`src/hdl/fm_pkg.sv`:
```
package fm_pkg;

    // tile geometry
    localparam int DW = 32;                         // word width
    localparam int TM = 8;                          // channels per tile
    localparam int TR = 8;                          // rows per tile
    localparam int TC = 8;                          // columns per tile
    localparam int X  = 4;                          // banks, power of two
    localparam int K  = 3;                          // kernel size, stride 1

    localparam int LC_N       = TM / X;             // local channels per bank
    localparam int OR_N       = TR - K + 1;         // output rows, no padding
    localparam int OC_N       = TC - K + 1;         // output cols
    localparam int BANK_WORDS = LC_N * TR * TC;
    localparam int AW         = $clog2(BANK_WORDS); // bank address width
    localparam int AXW        = AW + 1;             // one spare bit for range checks
    localparam int LOAD_WORDS = TM * TR * TC;       // words in one tile
    localparam int SWEEP_LEN  = LC_N * OR_N * OC_N * K * K;
    localparam int RD_LAT     = 2;                  // addr reg then data reg

    // counter widths
    localparam int XW  = $clog2(X);
    localparam int TMW = $clog2(TM);
    localparam int TRW = $clog2(TR);
    localparam int TCW = $clog2(TC);
    localparam int LCW = (LC_N > 1) ? $clog2(LC_N) : 1;
    localparam int ORW = $clog2(OR_N);
    localparam int OCW = $clog2(OC_N);
    localparam int KW  = $clog2(K);
    localparam int LDW = $clog2(LOAD_WORDS + 1);    // holds the full count
    localparam int SWW = $clog2(SWEEP_LEN);

    // wrap points, sized to match their counters
    localparam logic [TCW-1:0] TC_MAX     = TCW'(TC - 1);
    localparam logic [TRW-1:0] TR_MAX     = TRW'(TR - 1);
    localparam logic [TMW-1:0] TM_MAX     = TMW'(TM - 1);
    localparam logic [LCW-1:0] LC_MAX     = LCW'(LC_N - 1);
    localparam logic [ORW-1:0] OR_MAX     = ORW'(OR_N - 1);
    localparam logic [OCW-1:0] OC_MAX     = OCW'(OC_N - 1);
    localparam logic [KW-1:0]  K_MAX      = KW'(K - 1);
    localparam logic [LDW-1:0] LOAD_FULL  = LDW'(LOAD_WORDS);
    localparam logic [SWW-1:0] SWEEP_LAST = SWW'(SWEEP_LEN - 1);

    // address strides inside a bank
    localparam logic [AXW-1:0] ROW_STRIDE   = AXW'(TC);
    localparam logic [AXW-1:0] PLANE_STRIDE = AXW'(TR * TC);
    localparam logic [AXW-1:0] BANK_LIMIT   = AXW'(BANK_WORDS);

    typedef struct packed {
        logic          restart;                     // load_start, one cycle late
        logic [XW-1:0] bank;                        // target bank, channel mod X
        logic          strobe;
        logic [DW-1:0] data;
    } fm_wr_t;

    typedef struct packed {
        logic [AW-1:0] addr;
        logic          valid;
        logic          last;                        // final step of the sweep
    } fm_rd_t;

    typedef struct packed {
        logic [X-1:0][DW-1:0] data;                 // word x is channel lc*X+x
        logic                 valid;
        logic                 last;
    } fm_vec_t;

endpackage

```
`src/hdl/input_fm_bank.sv`:
```
module input_fm_bank #(
    parameter int unsigned BANK_ID = 0              // any index below X
) (
    input  logic                  clk,
    input  logic                  rst_n,
    input  fm_pkg::fm_wr_t        wr,
    input  fm_pkg::fm_rd_t        rd,
    output logic [fm_pkg::DW-1:0] rd_data
);

    // simple dual-port storage, one write port and one read port
    logic [fm_pkg::DW-1:0]  mem [fm_pkg::BANK_WORDS];

    logic                   wr_sel_q;              // registered write for this bank
    logic [fm_pkg::DW-1:0]  wr_data_q;
    logic [fm_pkg::AXW-1:0] wr_cnt;                // spare top bit flags a full bank
    logic [fm_pkg::AW-1:0]  rd_addr_q;
    logic                   bank_hit;

    // every bank sees the same write, keep only our channels
    assign bank_hit = wr.strobe && (wr.bank == BANK_ID[fm_pkg::XW-1:0]);

    always_ff @(posedge clk or negedge rst_n) begin
        if (!rst_n) begin
            wr_sel_q <= 1'b0;
        end else begin
            wr_sel_q <= bank_hit;
        end
    end

    always_ff @(posedge clk) begin
        wr_data_q <= wr.data;
    end

    // words arrive in ascending address order
    // so the write address is just a running count
    always_ff @(posedge clk or negedge rst_n) begin
        if (!rst_n) begin
            wr_cnt <= '0;
        end else if (wr.restart) begin
            wr_cnt <= '0;                          // new tile starts at local address 0
        end else if (wr_sel_q) begin
            wr_cnt <= wr_cnt + 1'b1;
        end
    end

    always_ff @(posedge clk) begin
        if (wr_sel_q) begin
            mem[wr_cnt[fm_pkg::AW-1:0]] <= wr_data_q;
        end
    end

    // read side
    // address reg then output reg, two cycles from rd.addr to rd_data
    always_ff @(posedge clk) begin
        if (rd.valid) begin
            rd_addr_q <= rd.addr;                  // hold last addr when idle
        end
        rd_data <= mem[rd_addr_q];
    end

    // router must never hand a bank more than its share of the tile
    a_bank_not_full: assert property (@(posedge clk) disable iff (!rst_n)
        wr_sel_q |-> (wr_cnt < fm_pkg::BANK_LIMIT));

endmodule

```
`config.mk`:
```
export PLATFORM = sky130hd
export DESIGN_NAME = input_fm_bank
export DESIGN_NICKNAME = d
export VERILOG_FILES = /design/src/hdl/fm_pkg.sv /design/src/hdl/input_fm_bank.sv
export SDC_FILE = /design/constraint.sdc
export NUM_CORES = 2
export LEC_CHECK = 0
export BUFFER_PORTS_ARGS = -buffer_cell sky130_fd_sc_hd__buf_2
export CAP_MARGIN = 25
export CORE_AREA = 2 2 530 480
export DETAILED_ROUTE_END_ITERATION = 8
export DIE_AREA = 0 0 532 482
export PLACE_DENSITY = 0.79
export RECOVER_POWER = 25
export SLEW_MARGIN = 20
export SYNTH_ARGS = -nofsm -noshare
export SYNTH_HDL_FRONTEND = slang
export SYNTH_SLANG_ARGS = --single-unit
```
`constraint.sdc`:
```
create_clock -name clk -period 4.4 [get_ports clk]
set_clock_uncertainty 0.05 [all_clocks]
set_input_delay 0.66 -clock clk [delete_from_list [all_inputs] [get_ports clk]]
set_output_delay 0.66 -clock clk [all_outputs]
set_load 0.03 [all_outputs]
```
==> qor.yml <==
clock_tree:
  cts_tree: "yes"
  clock_sink_count: 4175
  clkTransAtPathRegs_ps: 70
  clk_path_buf_depth: 4
  clockRootBuffer: "clkbuf_16"
  h-tree-depth: 5
  worstSkewPairLatency_ps: 980
  cts_setup_buffers: 0
  cts_buffers: 403
critical_path:
  worst_ep_arrival_time_ps: 4560
  r2r_start: "rd_addr_q[0]"
  startpoint: "rd_addr_q[0]"
  worstPathMaxFanout: 29
  path_class: "flop to flop"
  worst_ep_required_time_ps: 5210
  r2r_slack_ps: 650
  startpoint_type: "flop"
  worstSetupEndpointType: "flop"
  r2r-end: "rd_data[5]"
  rr_worst_depth: 7
yosys:
  synthTopCellsByCount: "edfxtp_1 (4,103), mux4_2 (1,344), clkbuf_1 (190), nor2_1 (127), buf_2 (68)"
  synthXorXnorAreaFrac: 0.000222
  syn-cell-area_sq_mm: 0.157
  synthMuxAreaShare: 0.195
  synth.most_common_cell: "edfxtp_1"
  ys_types: 25
  synthFlopType: "edfxtp_1"
  synth_edf_count: 4103
  yosysWarningCount: 0
  synth_fa_ha_area_frac: 0.0000795
  synth_simple_gate_area_frac: 0.00478
  synth_seq_cells: 4175
  yosys-top-cells-area: "edfxtp_1 (78%), mux4_2 (19%), dfxtp_1 (0.81%)"
  syn_avg_cell_area_sq_um: 26.0
  synth_top_family_by_area: "multiplexers"
  synthCells: 6063
  async_flop_share: 0.00192
  syn_nets: 6111
  synth_top_area_frac: 0.782
  synth_seq_area_share: 0.792
  synth-compound-area-share: 0.000127
  synth_top_cell_by_area: "edfxtp_1"
drt:
  viasPerCell: 7.39
  vias: 75973
  antenna_violating_nets_post_route: 0
  drt_iter0_markers: 13472
  drc: 0
  routedWlPerCell_microns: 42.8
  drtPass1Iterations: 6
  routed_wl_microns: 440000
final_layout:
  utilization: 0.710
  fin_cells: 10286
  nets: 6639
  drive_above_1_share: 0.353
  area_growth_pct: 13.2
  fin_area_sq_mm: 0.178
die:
  start_util: 0.627
  floorplan.core_area_sq_mm: 0.251
  dieArea_sq_mm: 0.256
  die_h_microns: 482
  die_w_microns: 532
  ios: 79
  std_cell_rows: 175
placement:
  pre_cts_ws_ps: 759
  dp.cells: 9503
  place_hpwl_microns: 214000
  dpl_cell_area_sq_mm: 0.165
  globalplace.congestion: 1.11
  portBuffers: 77
global_routing:
  grt_pass1_vias: 77545
  grt_max_degree: 100
  grt_pass1_wl_microns: 613000
  grtUsageTotal: 0.348
  overflow: 0
  grt_antenna_before_repair: 66
run_status:
  violations: "capacitance limit, slew limit"
  status: "finished with violations"
sta:
  maxSlewViolCount: 2040
  fmax_ghz: 0.267
  finalCritPeriodShare: 0.852
  min_period_ps: 3750
  hold_viol: 0
  setup_tns_ps: 0
  rsz0062_at_grt: "no"
  worst_slew_pin_slew_ps: 3000
  setup_viol: 0
  whs_ps: 203
  setup_ws_ps: 652
  maxSlewHeadroom: -1.00
power:
  p_total_mw: 84.4
  power_leakage_nw: 55.0
  p_per_area_mw_per_mm2: 473
  ir_drop_v: 0.000395
run:
  cap_violations: 31
min_path:
  hold_class: "input port to asynchronous set/reset pin"
cells by family after synthesis:
| kind of cell | count (synthesis) |
|---|---|
| multiplexers | 1377 |
| buffers and inverters | 320 |
| flip-flops | 4175 |
| AND/OR/NAND/NOR | 182 |
| AO/OA/AOI/OAI | 4 |
| adder cells (fa/ha/maj) | 1 |
| XOR/XNOR | 4 |
flip-flops by register name, summed over array words and instances (netlist names):
register,flops
mem,4096
rd_addr_q,7
rd_data,32
wr_cnt,7
wr_data_q,32
wr_sel_q,1
routing by layer:
metal	routed length, microns	share of wire	up-vias	global-route usage
met3	62500	0.14	1366	0.0984
met5	370	0.00084	-	0
met1	138000	0.31	39630	0.454
li1	-	-	27644	-
met4	23100	0.053	50	0.158
met2	216000	0.49	7283	0.557
cell type report:
| cell class | instances | area, sq um |
|---|---|---|
| fillers | 12743 | 72900 |
| well taps | 3363 | 4210 |
| repair buffers | 443 | 4110 |
| flip-flops and latches | 4175 | 125000 |
| diodes | 16 | 40.0 |
| clock inverters | 216 | 2070 |
| clock buffers | 505 | 10700 |
| multi-input cells | 1568 | 32400 |
critical path, stage by stage (launching register included):
cell and delay, ps:
edfxtp_1 380, buf_12 220, buf_12 300, buf_4 380, mux4_2 580, mux4_2 630
mux4_2 670, mux2_2 330
how the worst max path moves through the flow:
stage / to / slack (ps) / depth (start not counted)
2_1_floorplan: mem[84][0] / 530 / 4
5_1_grt: rd_data[12] / 580 / 7
3_3_place_gp: rd_data[26] / 800 / 7
3_5_place_dp: rd_data[26] / 760 / 7
6_report: rd_data[5] / 650 / 7
4_1_cts: rd_data[14] / 690 / 7
layout by cell type (no fill, tap or decap), drive strengths merged:
cell and n:
a21oi 2, buf 383, bufinv 42, clkbuf 521, clkinv 157, clkinvlp 12, dfrtp 8, dfxtp 64
diode 16, dlygate4sd3 44, edfxtp 4103, ha 1, inv 5, mux2 32, mux2i 1, mux4 1344
nand2 17, nand2b 2, nand3 12, nand4 4, nor2 127, nor2b 7, nor3 9, nor3b 1
o21ai 2, or3 3, xnor2 1, xor2 3
power breakdown:
part / internal, mW / switching, mW
sequential: 43.8 / 0.470
clock: 19.7 / 14.8
combinational: 2.36 / 3.23
timing repair:
| item | CTS | global route |
|---|---|---|
| endpoints found under the hold margin | 62 | 0 |
| resized for setup | 0 | 0 |
| hold buffers | 44 | 0 |
| endpoints found under the setup margin | 0 | 0 |
Power figures use the tool's default switching activity.
