File: config.mk
export PLATFORM = sky130hd
export DESIGN_NAME = fm_load_router
export DESIGN_NICKNAME = d
export VERILOG_FILES = /design/src/hdl/fm_pkg.sv /design/src/hdl/fm_load_router.sv
export SDC_FILE = /design/constraint.sdc
export NUM_CORES = 1
export LEC_CHECK = 0
export BUFFER_PORTS_ARGS = -buffer_cell sky130_fd_sc_hd__buf_4
export CAP_MARGIN = 20
export CORE_ASPECT_RATIO = 1.5
export CORE_UTILIZATION = 45
export DETAILED_ROUTE_END_ITERATION = 8
export HOLD_SLACK_MARGIN = 0.1
export PLACE_DENSITY = 0.74
export SLEW_MARGIN = 10
export SYNTH_ARGS = -nofsm -noshare
export SYNTH_HDL_FRONTEND = slang
export SYNTH_SLANG_ARGS = --single-unit
File: constraint.sdc
create_clock -name clk -period 4.1 [get_ports clk]
set_input_delay 0.41 -clock clk [delete_from_list [all_inputs] [get_ports clk]]
set_output_delay 0.41 -clock clk [all_outputs]
set_load 0.02 [all_outputs]
File: src/hdl/fm_pkg.sv
package fm_pkg;

    // tile geometry
    localparam int DW = 32;                         // word width
    localparam int TM = 8;                          // channels per tile
    localparam int TR = 8;                          // rows per tile
    localparam int TC = 8;                          // columns per tile
    localparam int X  = 4;                          // banks, power of two
    localparam int K  = 3;                          // kernel size, stride 1

    localparam int LC_N       = TM / X;             // local channels per bank
    localparam int OR_N       = TR - K + 1;         // output rows, no padding
    localparam int OC_N       = TC - K + 1;         // output cols
    localparam int BANK_WORDS = LC_N * TR * TC;
    localparam int AW         = $clog2(BANK_WORDS); // bank address width
    localparam int AXW        = AW + 1;             // one spare bit for range checks
    localparam int LOAD_WORDS = TM * TR * TC;       // words in one tile
    localparam int SWEEP_LEN  = LC_N * OR_N * OC_N * K * K;
    localparam int RD_LAT     = 2;                  // addr reg then data reg

    // counter widths
    localparam int XW  = $clog2(X);
    localparam int TMW = $clog2(TM);
    localparam int TRW = $clog2(TR);
    localparam int TCW = $clog2(TC);
    localparam int LCW = (LC_N > 1) ? $clog2(LC_N) : 1;
    localparam int ORW = $clog2(OR_N);
    localparam int OCW = $clog2(OC_N);
    localparam int KW  = $clog2(K);
    localparam int LDW = $clog2(LOAD_WORDS + 1);    // holds the full count
    localparam int SWW = $clog2(SWEEP_LEN);

    // wrap points, sized to match their counters
    localparam logic [TCW-1:0] TC_MAX     = TCW'(TC - 1);
    localparam logic [TRW-1:0] TR_MAX     = TRW'(TR - 1);
    localparam logic [TMW-1:0] TM_MAX     = TMW'(TM - 1);
    localparam logic [LCW-1:0] LC_MAX     = LCW'(LC_N - 1);
    localparam logic [ORW-1:0] OR_MAX     = ORW'(OR_N - 1);
    localparam logic [OCW-1:0] OC_MAX     = OCW'(OC_N - 1);
    localparam logic [KW-1:0]  K_MAX      = KW'(K - 1);
    localparam logic [LDW-1:0] LOAD_FULL  = LDW'(LOAD_WORDS);
    localparam logic [SWW-1:0] SWEEP_LAST = SWW'(SWEEP_LEN - 1);

    // address strides inside a bank
    localparam logic [AXW-1:0] ROW_STRIDE   = AXW'(TC);
    localparam logic [AXW-1:0] PLANE_STRIDE = AXW'(TR * TC);
    localparam logic [AXW-1:0] BANK_LIMIT   = AXW'(BANK_WORDS);

    typedef struct packed {
        logic          restart;                     // load_start, one cycle late
        logic [XW-1:0] bank;                        // target bank, channel mod X
        logic          strobe;
        logic [DW-1:0] data;
    } fm_wr_t;

    typedef struct packed {
        logic [AW-1:0] addr;
        logic          valid;
        logic          last;                        // final step of the sweep
    } fm_rd_t;

    typedef struct packed {
        logic [X-1:0][DW-1:0] data;                 // word x is channel lc*X+x
        logic                 valid;
        logic                 last;
    } fm_vec_t;

endpackage

File: src/hdl/fm_load_router.sv
module fm_load_router (
    input  logic                  clk,
    input  logic                  rst_n,
    input  logic                  load_start,
    input  logic                  wr_ena,
    input  logic [fm_pkg::DW-1:0] wr_data,
    output fm_pkg::fm_wr_t        wr,
    output logic                  load_done
);

    logic [fm_pkg::TCW-1:0] col_cnt;
    logic [fm_pkg::TRW-1:0] row_cnt;
    logic [fm_pkg::TMW-1:0] ch_cnt;
    logic [fm_pkg::LDW-1:0] word_cnt;
    logic [fm_pkg::TCW-1:0] col_cur;
    logic [fm_pkg::TRW-1:0] row_cur;
    logic [fm_pkg::TMW-1:0] ch_cur;
    logic [fm_pkg::LDW-1:0] word_cur;
    logic [fm_pkg::LDW-1:0] word_nxt;
    logic                   col_wrap;
    logic                   row_wrap;
    logic                   restart_q;
    logic                   strobe_q;
    logic                   done_q;
    logic [fm_pkg::XW-1:0]  bank_q;
    logic [fm_pkg::DW-1:0]  data_q;

    // position of the word on the input now
    // load_start rewinds to the tile origin, so a word may share its cycle
    always_comb begin
        col_cur  = load_start ? '0 : col_cnt;
        row_cur  = load_start ? '0 : row_cnt;
        ch_cur   = load_start ? '0 : ch_cnt;
        word_cur = load_start ? '0 : word_cnt;
    end

    assign col_wrap = (col_cur == fm_pkg::TC_MAX);
    assign row_wrap = col_wrap && (row_cur == fm_pkg::TR_MAX); // last word of a channel
    assign word_nxt = word_cur + 1'b1;

    // stream order is channel, row, column
    always_ff @(posedge clk or negedge rst_n) begin
        if (!rst_n) begin
            col_cnt  <= '0;
            row_cnt  <= '0;
            ch_cnt   <= '0;
            word_cnt <= '0;
        end else if (wr_ena) begin
            col_cnt  <= col_wrap ? '0 : col_cur + 1'b1;
            row_cnt  <= row_wrap ? '0 : (col_wrap ? row_cur + 1'b1 : row_cur);
            if (row_wrap) begin
                ch_cnt <= (ch_cur == fm_pkg::TM_MAX) ? '0 : ch_cur + 1'b1;
            end else begin
                ch_cnt <= ch_cur;
            end
            word_cnt <= word_nxt;                  // words taken since load_start
        end else if (load_start) begin
            col_cnt  <= '0;
            row_cnt  <= '0;
            ch_cnt   <= '0;
            word_cnt <= '0;
        end
    end

    always_ff @(posedge clk or negedge rst_n) begin
        if (!rst_n) begin
            restart_q <= 1'b0;
            strobe_q  <= 1'b0;
            done_q    <= 1'b0;
        end else begin
            restart_q <= load_start;               // banks rewind with the router
            strobe_q  <= wr_ena;
            done_q    <= wr_ena && (word_nxt == fm_pkg::LOAD_FULL);
        end
    end

    always_ff @(posedge clk) begin
        if (wr_ena) begin
            bank_q <= ch_cur[fm_pkg::XW-1:0];      // channel mod X
            data_q <= wr_data;
        end
    end

    assign wr.restart = restart_q;
    assign wr.bank    = bank_q;
    assign wr.strobe  = strobe_q;
    assign wr.data    = data_q;
    assign load_done  = done_q;                    // same cycle as the last word's wr

    // a full tile takes no more words until the next load_start
    a_no_word_after_tile: assert property (@(posedge clk) disable iff (!rst_n)
        (word_cnt == fm_pkg::LOAD_FULL) && !load_start |-> !wr_ena);

endmodule

==> flow_summary.ini <==
[cts]
cts_tree = yes
postCtsResizedCells = 0
clk_pin_slew_worst_paths_ps = 90
h-tree-depth = 2
cts_root_buf = clkbuf_8
clkSinkCount = 55
clk_path_buf_depth = 2
post_cts_buffers = 0
numCtsBuffers = 5
insertion_delay_ps = 300

[synthesis]
ys.flop_type = edfxtp_1
ys_types = 27
synth_nets = 168
ys_warn_count = 0
syn_area_um2 = 2030
ys_seq_elements = 55
synth-edff-count = 34
yosys.area.top_type = edfxtp_1
synthCells = 128
synthArstFlopShare_pct = 38.2
synth_area_per_cell_um2 = 15.9
ys_seq_area_share_pct = 76.2
synth_top_area_share_pct = 50.3
ys_top_cells_by_area = edfxtp_1, dfrtp_1, nor2b_1, ha_1, xor2_1

[global_routing]
grt_max_degree = 47
grt_pass1_wl_um = 5980
antenna_found_initial = 0
grt_pass1_vias = 1285
grt_usage_pct = 16.3
grt_overflow = 0

[sta]
fin_setup_tns_ps = 0
slew_viol_final = 0
fin_crit_ps = 1570
period_share_pct = 38.3
rsz0062_at_grt = no
slew_headroom_pct = 64.3
tightest_slew_ps = 536
hold_viol_final = 0
clock_skew_ps = 5.21
clock.fmax_mhz = 637
setup_violations = 0
holdWs_ps = 279

[die]
ioPinCount = 73
coreArea_um2 = 4280
die-area_um2 = 4790
die_x_um = 56.8
die_h_um = 84.3
initial_core_util_pct = 47.4
rows = 29

[worst_setup_path]
rrSetupSlack_ps = 2650
crit_path_start = wr_ena
endpoint_kind = register
crit_required_ps = 4320
crit_type = in -> reg
slowest_stage = or4_1
crit_path_start_kind = input pin
path_cells = buf_4, nand4_2, or4_1, a21oi_1
crit_fanout = 46
r2r_start = col_cnt[0]$_DFF_PN0_
critPathArrivalTime_ps = 1790
cpPeakStageDelay_ps = 540
critical_path_buf_inv_count = 1
critPathTopFamily = simple AND/OR/NAND/NOR gates

[run_status]
outcome = finished with violations
violations = DRC

[worst_hold_path]
worst_hold_startpoint = wr_data[27]
min_path_type = in -> reg

[drt]
routedWlPerCell_um = 14.8
wl_met2_um = 1780
via_count = 1293
drt-total-wl_um = 3700
m1WireLength_um = 1440
drt_iter0_markers = 51
dr.pass1.iters = 6
drtAntennaViolNets = 0
vias_per_cell = 5.17
dr.max_layer_used = met4
dr_wl_met3_um = 398
drc = 28

[place]
dp.cells = 241
portBuffers = 72
routabilityCongestion = 0.714
dp_hpwl_um = 2790

[layout]
diodes = 0
syn_to_final_growth_pct = 32.9
nNetsFinal = 243
instances_no_fill = 250
drive_gt1_share_pct = 41.2

[power_and_ir_drop]
p_leak_nw = 1.19
p_per_area_nw_per_um2 = 392
power.total_mw = 1.06
ir_drop_v = 0.000229

[flow_run]
max-cap-violations = 0
area by class of cell:
type	instances	area (um2)
clock buffers	5	68.8
clock inverters	3	20.0
fillers	312	1590
inverters	2	7.51
multi-input cells	66	445
flip-flops and latches	55	1550
well taps	46	57.6
repair buffers	73	551
per-stage QoR:
stage / setup slack [ps] / instance area, um2 / util (%)
finish: 2530 / 2700 / 63.0
CTS: 2530 / 2700 / 63.0
detailed placement: 2160 / 2600 / 60.7
global placement: 2300 / 2600 / 60.7
global route: 2400 / 2700 / 63.0
floorplan: 2520 / 2030 / -
synthesized netlist by cell type (all sizes together) (3+ instances only):
master,number
a21oi,5
ha,4
nor2,6
edfxtp,34
or3,3
nand4,5
o21ai,3
mux2,3
xor2,5
nor2b,9
dfrtp,21
buf,3
nand2,7
sequential cells by signal, summed over array words and instances (netlist names):
signal / flops
bank_q: 2
restart_q: 1
data_q: 32
load_done: 1
col_cnt: 3
row_cnt: 3
word_cnt: 10
ch_cnt: 2
strobe_q: 1
final timing paths:
path	endpoint	cells after the start
worst max register to register	row_cnt[2]$_DFF_PN0_	6
worst min-delay path	data_q[27]$_DFFE_PP_	1
min in group asynchronous	row_cnt[0]$_DFF_PN0_	2
worst max-delay path	word_cnt[9]$_DFF_PN0_	4
worst min register to register	ch_cnt[1]$_DFF_PN0_	2
max in group asynchronous	strobe_q$_DFF_PN0_	2
logic make-up after synthesis:
family,count (synthesis),synth area share (%)
adder cells (fa/ha/maj),4,2.47
buffers and inverters,7,1.85
XOR/XNOR,7,3.02
flip-flops,55,76.2
AND/OR/NAND/NOR,40,11.3
AO/OA/AOI/OAI,12,3.45
multiplexers,3,1.66
repair_timing:
| action | CTS | global route |
|---|---|---|
| hold buffers | 1 | 0 |
| setup endpoints to repair | 0 | 0 |
| hold endpoints to repair | 21 | 0 |
per-layer routing:
metal / vias to the layer above / track usage, %
li1: 610 / -
met1: 601 / 19.8
met2: 73 / 26.5
met3: 9 / 6.16
met4: 0 / 5.99
met5: - / 0
power by group:
group / internal [mW] / total [mW] / switching [mW]
combinational: 0.0615 / 0.131 / 0.0696
sequential: 0.626 / 0.641 / 0.0142
clock: 0.119 / 0.286 / 0.167
cells in the final DEF, fill, tap and decap left out, types with 3 or more instances in the layout:
master    count
or3_1         3
a21oi_1       5
xor2_1        5
nand4_1       4
buf_4        72
mux2_2        3
ha_1          4
nor2_1        6
edfxtp_1     34
nor2b_1       9
nand2_1       7
dfrtp_1      21
o21ai_0       3
clkbuf_8      5
Note: power is estimated with default switching activity, not from simulation.
