===== config.mk =====
export PLATFORM = sky130hd
export DESIGN_NAME = fm_window_addr_gen
export DESIGN_NICKNAME = d
export VERILOG_FILES = /design/src/hdl/fm_pkg.sv /design/src/hdl/fm_window_addr_gen.sv
export SDC_FILE = /design/constraint.sdc
export NUM_CORES = 1
export LEC_CHECK = 0
export BUFFER_PORTS_ARGS = -buffer_cell sky130_fd_sc_hd__buf_2
export CORE_MARGIN = 1.5
export CORE_UTILIZATION = 55
export DETAILED_ROUTE_END_ITERATION = 12
export PLACE_DENSITY = 0.83
export SLEW_MARGIN = 20
export SYNTH_ARGS = -nofsm -noshare
export SYNTH_HDL_FRONTEND = slang
export SYNTH_SLANG_ARGS = --single-unit

===== constraint.sdc =====
create_clock -name clk -period 4.5 [get_ports clk]
set_input_delay 0.9 -clock clk [delete_from_list [all_inputs] [get_ports clk]]
set_output_delay 0.9 -clock clk [all_outputs]
set_load 0.05 [all_outputs]

===== src/hdl/fm_pkg.sv =====
package fm_pkg;

    // tile geometry
    localparam int DW = 32;                         // word width
    localparam int TM = 8;                          // channels per tile
    localparam int TR = 8;                          // rows per tile
    localparam int TC = 8;                          // columns per tile
    localparam int X  = 4;                          // banks, power of two
    localparam int K  = 3;                          // kernel size, stride 1

    localparam int LC_N       = TM / X;             // local channels per bank
    localparam int OR_N       = TR - K + 1;         // output rows, no padding
    localparam int OC_N       = TC - K + 1;         // output cols
    localparam int BANK_WORDS = LC_N * TR * TC;
    localparam int AW         = $clog2(BANK_WORDS); // bank address width
    localparam int AXW        = AW + 1;             // one spare bit for range checks
    localparam int LOAD_WORDS = TM * TR * TC;       // words in one tile
    localparam int SWEEP_LEN  = LC_N * OR_N * OC_N * K * K;
    localparam int RD_LAT     = 2;                  // addr reg then data reg

    // counter widths
    localparam int XW  = $clog2(X);
    localparam int TMW = $clog2(TM);
    localparam int TRW = $clog2(TR);
    localparam int TCW = $clog2(TC);
    localparam int LCW = (LC_N > 1) ? $clog2(LC_N) : 1;
    localparam int ORW = $clog2(OR_N);
    localparam int OCW = $clog2(OC_N);
    localparam int KW  = $clog2(K);
    localparam int LDW = $clog2(LOAD_WORDS + 1);    // holds the full count
    localparam int SWW = $clog2(SWEEP_LEN);

    // wrap points, sized to match their counters
    localparam logic [TCW-1:0] TC_MAX     = TCW'(TC - 1);
    localparam logic [TRW-1:0] TR_MAX     = TRW'(TR - 1);
    localparam logic [TMW-1:0] TM_MAX     = TMW'(TM - 1);
    localparam logic [LCW-1:0] LC_MAX     = LCW'(LC_N - 1);
    localparam logic [ORW-1:0] OR_MAX     = ORW'(OR_N - 1);
    localparam logic [OCW-1:0] OC_MAX     = OCW'(OC_N - 1);
    localparam logic [KW-1:0]  K_MAX      = KW'(K - 1);
    localparam logic [LDW-1:0] LOAD_FULL  = LDW'(LOAD_WORDS);
    localparam logic [SWW-1:0] SWEEP_LAST = SWW'(SWEEP_LEN - 1);

    // address strides inside a bank
    localparam logic [AXW-1:0] ROW_STRIDE   = AXW'(TC);
    localparam logic [AXW-1:0] PLANE_STRIDE = AXW'(TR * TC);
    localparam logic [AXW-1:0] BANK_LIMIT   = AXW'(BANK_WORDS);

    typedef struct packed {
        logic          restart;                     // load_start, one cycle late
        logic [XW-1:0] bank;                        // target bank, channel mod X
        logic          strobe;
        logic [DW-1:0] data;
    } fm_wr_t;

    typedef struct packed {
        logic [AW-1:0] addr;
        logic          valid;
        logic          last;                        // final step of the sweep
    } fm_rd_t;

    typedef struct packed {
        logic [X-1:0][DW-1:0] data;                 // word x is channel lc*X+x
        logic                 valid;
        logic                 last;
    } fm_vec_t;

endpackage


===== src/hdl/fm_window_addr_gen.sv =====
module fm_window_addr_gen (
    input  logic           clk,
    input  logic           rst_n,
    input  logic           rd_start,
    output fm_pkg::fm_rd_t rd,
    output logic           rd_busy
);

    // loop nest, outer to inner
    logic [fm_pkg::LCW-1:0] lc;                    // local channel
    logic [fm_pkg::ORW-1:0] orow;                  // output row
    logic [fm_pkg::OCW-1:0] ocol;                  // output col
    logic [fm_pkg::KW-1:0]  kr;                    // kernel row
    logic [fm_pkg::KW-1:0]  kc;                    // kernel col

    logic [fm_pkg::SWW-1:0] step;                  // flat step index
    logic                   busy;
    logic                   kc_wrap;
    logic                   kr_wrap;
    logic                   ocol_wrap;
    logic                   orow_wrap;
    logic                   lc_wrap;
    logic                   last_step;

    logic [fm_pkg::AXW-1:0] row_pos;
    logic [fm_pkg::AXW-1:0] col_pos;
    logic [fm_pkg::AXW-1:0] ch_base;
    logic [fm_pkg::AXW-1:0] addr_full;

    // carry chain, each level wraps only when all inner levels wrap
    assign kc_wrap   = (kc == fm_pkg::K_MAX);
    assign kr_wrap   = kc_wrap && (kr == fm_pkg::K_MAX);
    assign ocol_wrap = kr_wrap && (ocol == fm_pkg::OC_MAX);
    assign orow_wrap = ocol_wrap && (orow == fm_pkg::OR_MAX);
    assign lc_wrap   = orow_wrap && (lc == fm_pkg::LC_MAX);

    assign last_step = (step == fm_pkg::SWEEP_LAST);

    always_ff @(posedge clk or negedge rst_n) begin
        if (!rst_n) begin
            busy <= 1'b0;
            step <= '0;
            lc   <= '0;
            orow <= '0;
            ocol <= '0;
            kr   <= '0;
            kc   <= '0;
        end else if (!busy) begin
            busy <= rd_start;                      // counters already sit at zero
        end else begin
            kc <= kc_wrap ? '0 : kc + 1'b1;
            if (kc_wrap) begin
                kr <= kr_wrap ? '0 : kr + 1'b1;
            end
            if (kr_wrap) begin
                ocol <= ocol_wrap ? '0 : ocol + 1'b1;
            end
            if (ocol_wrap) begin
                orow <= orow_wrap ? '0 : orow + 1'b1;
            end
            if (orow_wrap) begin
                lc <= lc_wrap ? '0 : lc + 1'b1;
            end
            step <= last_step ? '0 : step + 1'b1;
            if (last_step) begin
                busy <= 1'b0;                      // rd_start ignored until here
            end
        end
    end

    // addr = lc*TR*TC + (orow+kr)*TC + (ocol+kc)
    always_comb begin
        row_pos = {{(fm_pkg::AXW - fm_pkg::ORW){1'b0}}, orow}
                + {{(fm_pkg::AXW - fm_pkg::KW){1'b0}}, kr};
        col_pos = {{(fm_pkg::AXW - fm_pkg::OCW){1'b0}}, ocol}
                + {{(fm_pkg::AXW - fm_pkg::KW){1'b0}}, kc};
        ch_base = {{(fm_pkg::AXW - fm_pkg::LCW){1'b0}}, lc} * fm_pkg::PLANE_STRIDE;
        addr_full = ch_base + row_pos * fm_pkg::ROW_STRIDE + col_pos;
    end

    assign rd.addr  = addr_full[fm_pkg::AW-1:0];
    assign rd.valid = busy;
    assign rd.last  = busy && last_step;
    assign rd_busy  = busy;

    // window never leaves the bank
    a_addr_in_bank: assert property (@(posedge clk) disable iff (!rst_n)
        rd.valid |-> (addr_full < fm_pkg::BANK_LIMIT));

    // flat count and loop nest agree on where the sweep ends
    a_last_on_wrap: assert property (@(posedge clk) disable iff (!rst_n)
        rd.valid |-> (rd.last == lc_wrap));

endmodule


==> metrics.txt <==
Placed Cells incl. Taps roughly 170; Final TNS setup 0 ns; Critical Path RT 3.60 ns; gp weighted congestion slightly above 0.8; Final Hold Vio Count 0; final worst path period need 3.05 ns; vias between 900 and 1,000; pin count of the biggest net entering global routing 23; Critical Path Source Type register; CTS tree built; Finished Cell Area 1410 um2; commonest non-fill, non-tap cell in the layout dfrtp_1; post-cts gate resize count 0; area leader, netlist dfrtp_1; placed inst area around 1400 um2; Final Setup Violations 0; CTS Hold Bufs 0; worst-margin pin slew 0.532 ns; number of diodes 0; RSZ-0062 raised after global routing no; Max FO, Critical Path 5; Setup CP Type register to output pin; Max-Cap Viols 0; syn nets approximately 140; Yosys warning total 0; outcome complete, no violations; crit path DAT 2.15 ns; critical path's slowest cell dfrtp_1; DRT iter0 DRCs 11; Area contributors post-synth dfrtp_1 43%, ha_1 8.8%, xnor2_1 5.5%; pwr/cell area between 600 and 700 nW/um2; Slew HR 64.6%; htree depth 1; # rows 17; Crit. End Element output pin; Max Clock Freq between 300 and 400 MHz; Skew-Pair Late Insertion Delay approximately 0.3 ns; r2r setup slk ~2.7 ns; Vias/cell 5.48; Total GRT Usage about a fifth; cell breakdown of the critical path ha_1, inv_1, fa_1, nor2_1, nand3_1, xnor2_1, buf_2; max-slew violation count 0; fin crit share between 60 and 70%; register area share after synthesis a little over two fifths; WL/cell ~13 um; antenna violations before repair 0; CTS max path bufs 2; dpl hpwl about 1600 um; commonest non-fill, non-tap cells in the layout 22 x dfrtp_1, 16 x nor2_1, 12 x buf_2; sequential cell area about 550 um2; Overflow after GRT 0; post-synth cell types 29; setup bufs post-CTS 0; worst path bufs/invs 2; # IOs 13; Antenna Nets Post-Route 0; Worst-path clk slew 0.12 ns; area grow syn2layout 9.99%; first-pass GRT wire length between 3000 and 4000 um; Critical Path Max Stage Delay 0.47 ns; Worst Hold Class register to register; maximum vdd drop ~440 uV; input/output buffers 12; length of the first detailed-routing pass in iterations 4; critical path's top delay family adder cells; Mapped Avg Cell Area around 10 um2; CTS sink cnt 22; Die X between 50 and 60 um; fillers approximately 190; share of layout cells above drive strength 1 a little over an eighth; Synth Register Bits 22; Leak Pwr roughly 0.0007 uW; area of the multi-input gates between 600 and 700 um2; DR DRC count 0; die area about 2600 um2; Mapped Cells 130; core box area about 2200 um2; Post-Syn Area between 1000 and 1500 um2; die height ~51 um; vias in the first global route 868; nets roughly 160; Initial Util between 50% and 60%; CTS Buf Count 3; root buffer cell clkbuf_4; Synth top area share a little over two fifths; Finished Layout Cells 170; clock skew ~0.0036 ns; WL final roughly 2100 um
## synth_stat cells (all sizes together)
master,instances
nand2b,3
nor4bb,1
fa,2
a211oi,2
xor2,8
nand3,6
o21ai,7
a21oi,2
nand4,3
o22ai,2
nand4b,1
mux2,2
nor4,1
nand3b,1
nand2,11
inv,8
ha,9
clkbuf,2
or3b,1
a22o,1
and3,2
nor2,16
buf,2
xnor2,8
dfrtp,22
nor2b,2
nor3,2
a21o,3
## worst paths after layout
path                                startpoint             endpoint  cells after the start
setup / recovery           ocol[0]$_DFFE_PN0P_                rd[8]                      7
hold / removal                  lc$_DFFE_PN0P_       lc$_DFFE_PN0P_                      1
setup reg to reg             rd_busy$_DFF_PN0_  ocol[0]$_DFFE_PN0P_                      4
hold reg to reg                 lc$_DFFE_PN0P_       lc$_DFFE_PN0P_                      1
max in group asynchronous                rst_n  orow[0]$_DFFE_PN0P_                      1
min in group asynchronous                rst_n  ocol[2]$_DFFE_PN0P_                      1
## cell type report
| class | count | area share (%) |
|---|---|---|
| Multi-Input combinational cell | 96 | 48.2 |
| Sequential cell | 22 | 39.2 |
| Timing Repair Buffer | 12 | 4.27 |
| Tap cell | 28 | 2.49 |
| Clock inverter | 1 | 2.14 |
| Inverter | 8 | 2.14 |
| Clock buffer | 3 | 1.60 |
## report_power, final
group,switching [uW],total [uW],internal [uW]
clock,61.5,151,90.0
combinational,238,370,131
sequential,80.0,335,255
## worst reg2reg max path, stage by stage (launching register included)
cell	delay (ns)
dfrtp_1	0.70
nand3b_4	0.17
or3b_1	0.51
a211oi_1	0.28
a21o_1	0.11
## layer usage
layer	track usage, %	vias to the layer above	part of all wire [%]
li1	-	464	-
met3	4.09	2	4.0
met4	5.86	0	0.66
met1	26.7	456	48
met2	30.5	10	47
met5	0	-	0
## cells by family (layout without fill, tap and decap cells)
kind of cell             Yosys count  after routing  share of synthesized area, %
AO/OA/AOI/OAI                     17             17                          8.13
XOR/XNOR                          16             16                          11.0
adder cells (fa/ha/maj)           11             11                          11.9
buffers and inverters             12             24                          3.92
flip-flops                        22             22                          43.1
multiplexers                       2              2                          1.76
AND/OR/NAND/NOR                   50             50                          20.2
## state kept, by name, summed over array words and instances, names as in the netlist
| signal | cells |
|---|---|
| rd_busy | 1 |
| step | 10 |
| orow | 3 |
| lc | 1 |
| kc | 2 |
| ocol | 3 |
| kr | 2 |
## per-stage QoR
stage / setup slack, ns / hold WS, ns / total power [uW] / utilization (%)
detailed placement: 1.80 / 0.479 / 707 / 61.1
global route: 1.28 / 0.547 / 918 / 63.5
CTS: 1.44 / 0.499 / 860 / 63.5
global placement: 1.85 / 0.475 / 691 / 61.1
finish: 1.45 / 0.496 / 856 / 63.5
floorplan: 1.45 / 0.462 / 628 / -
Power figures use the tool's default switching activity.
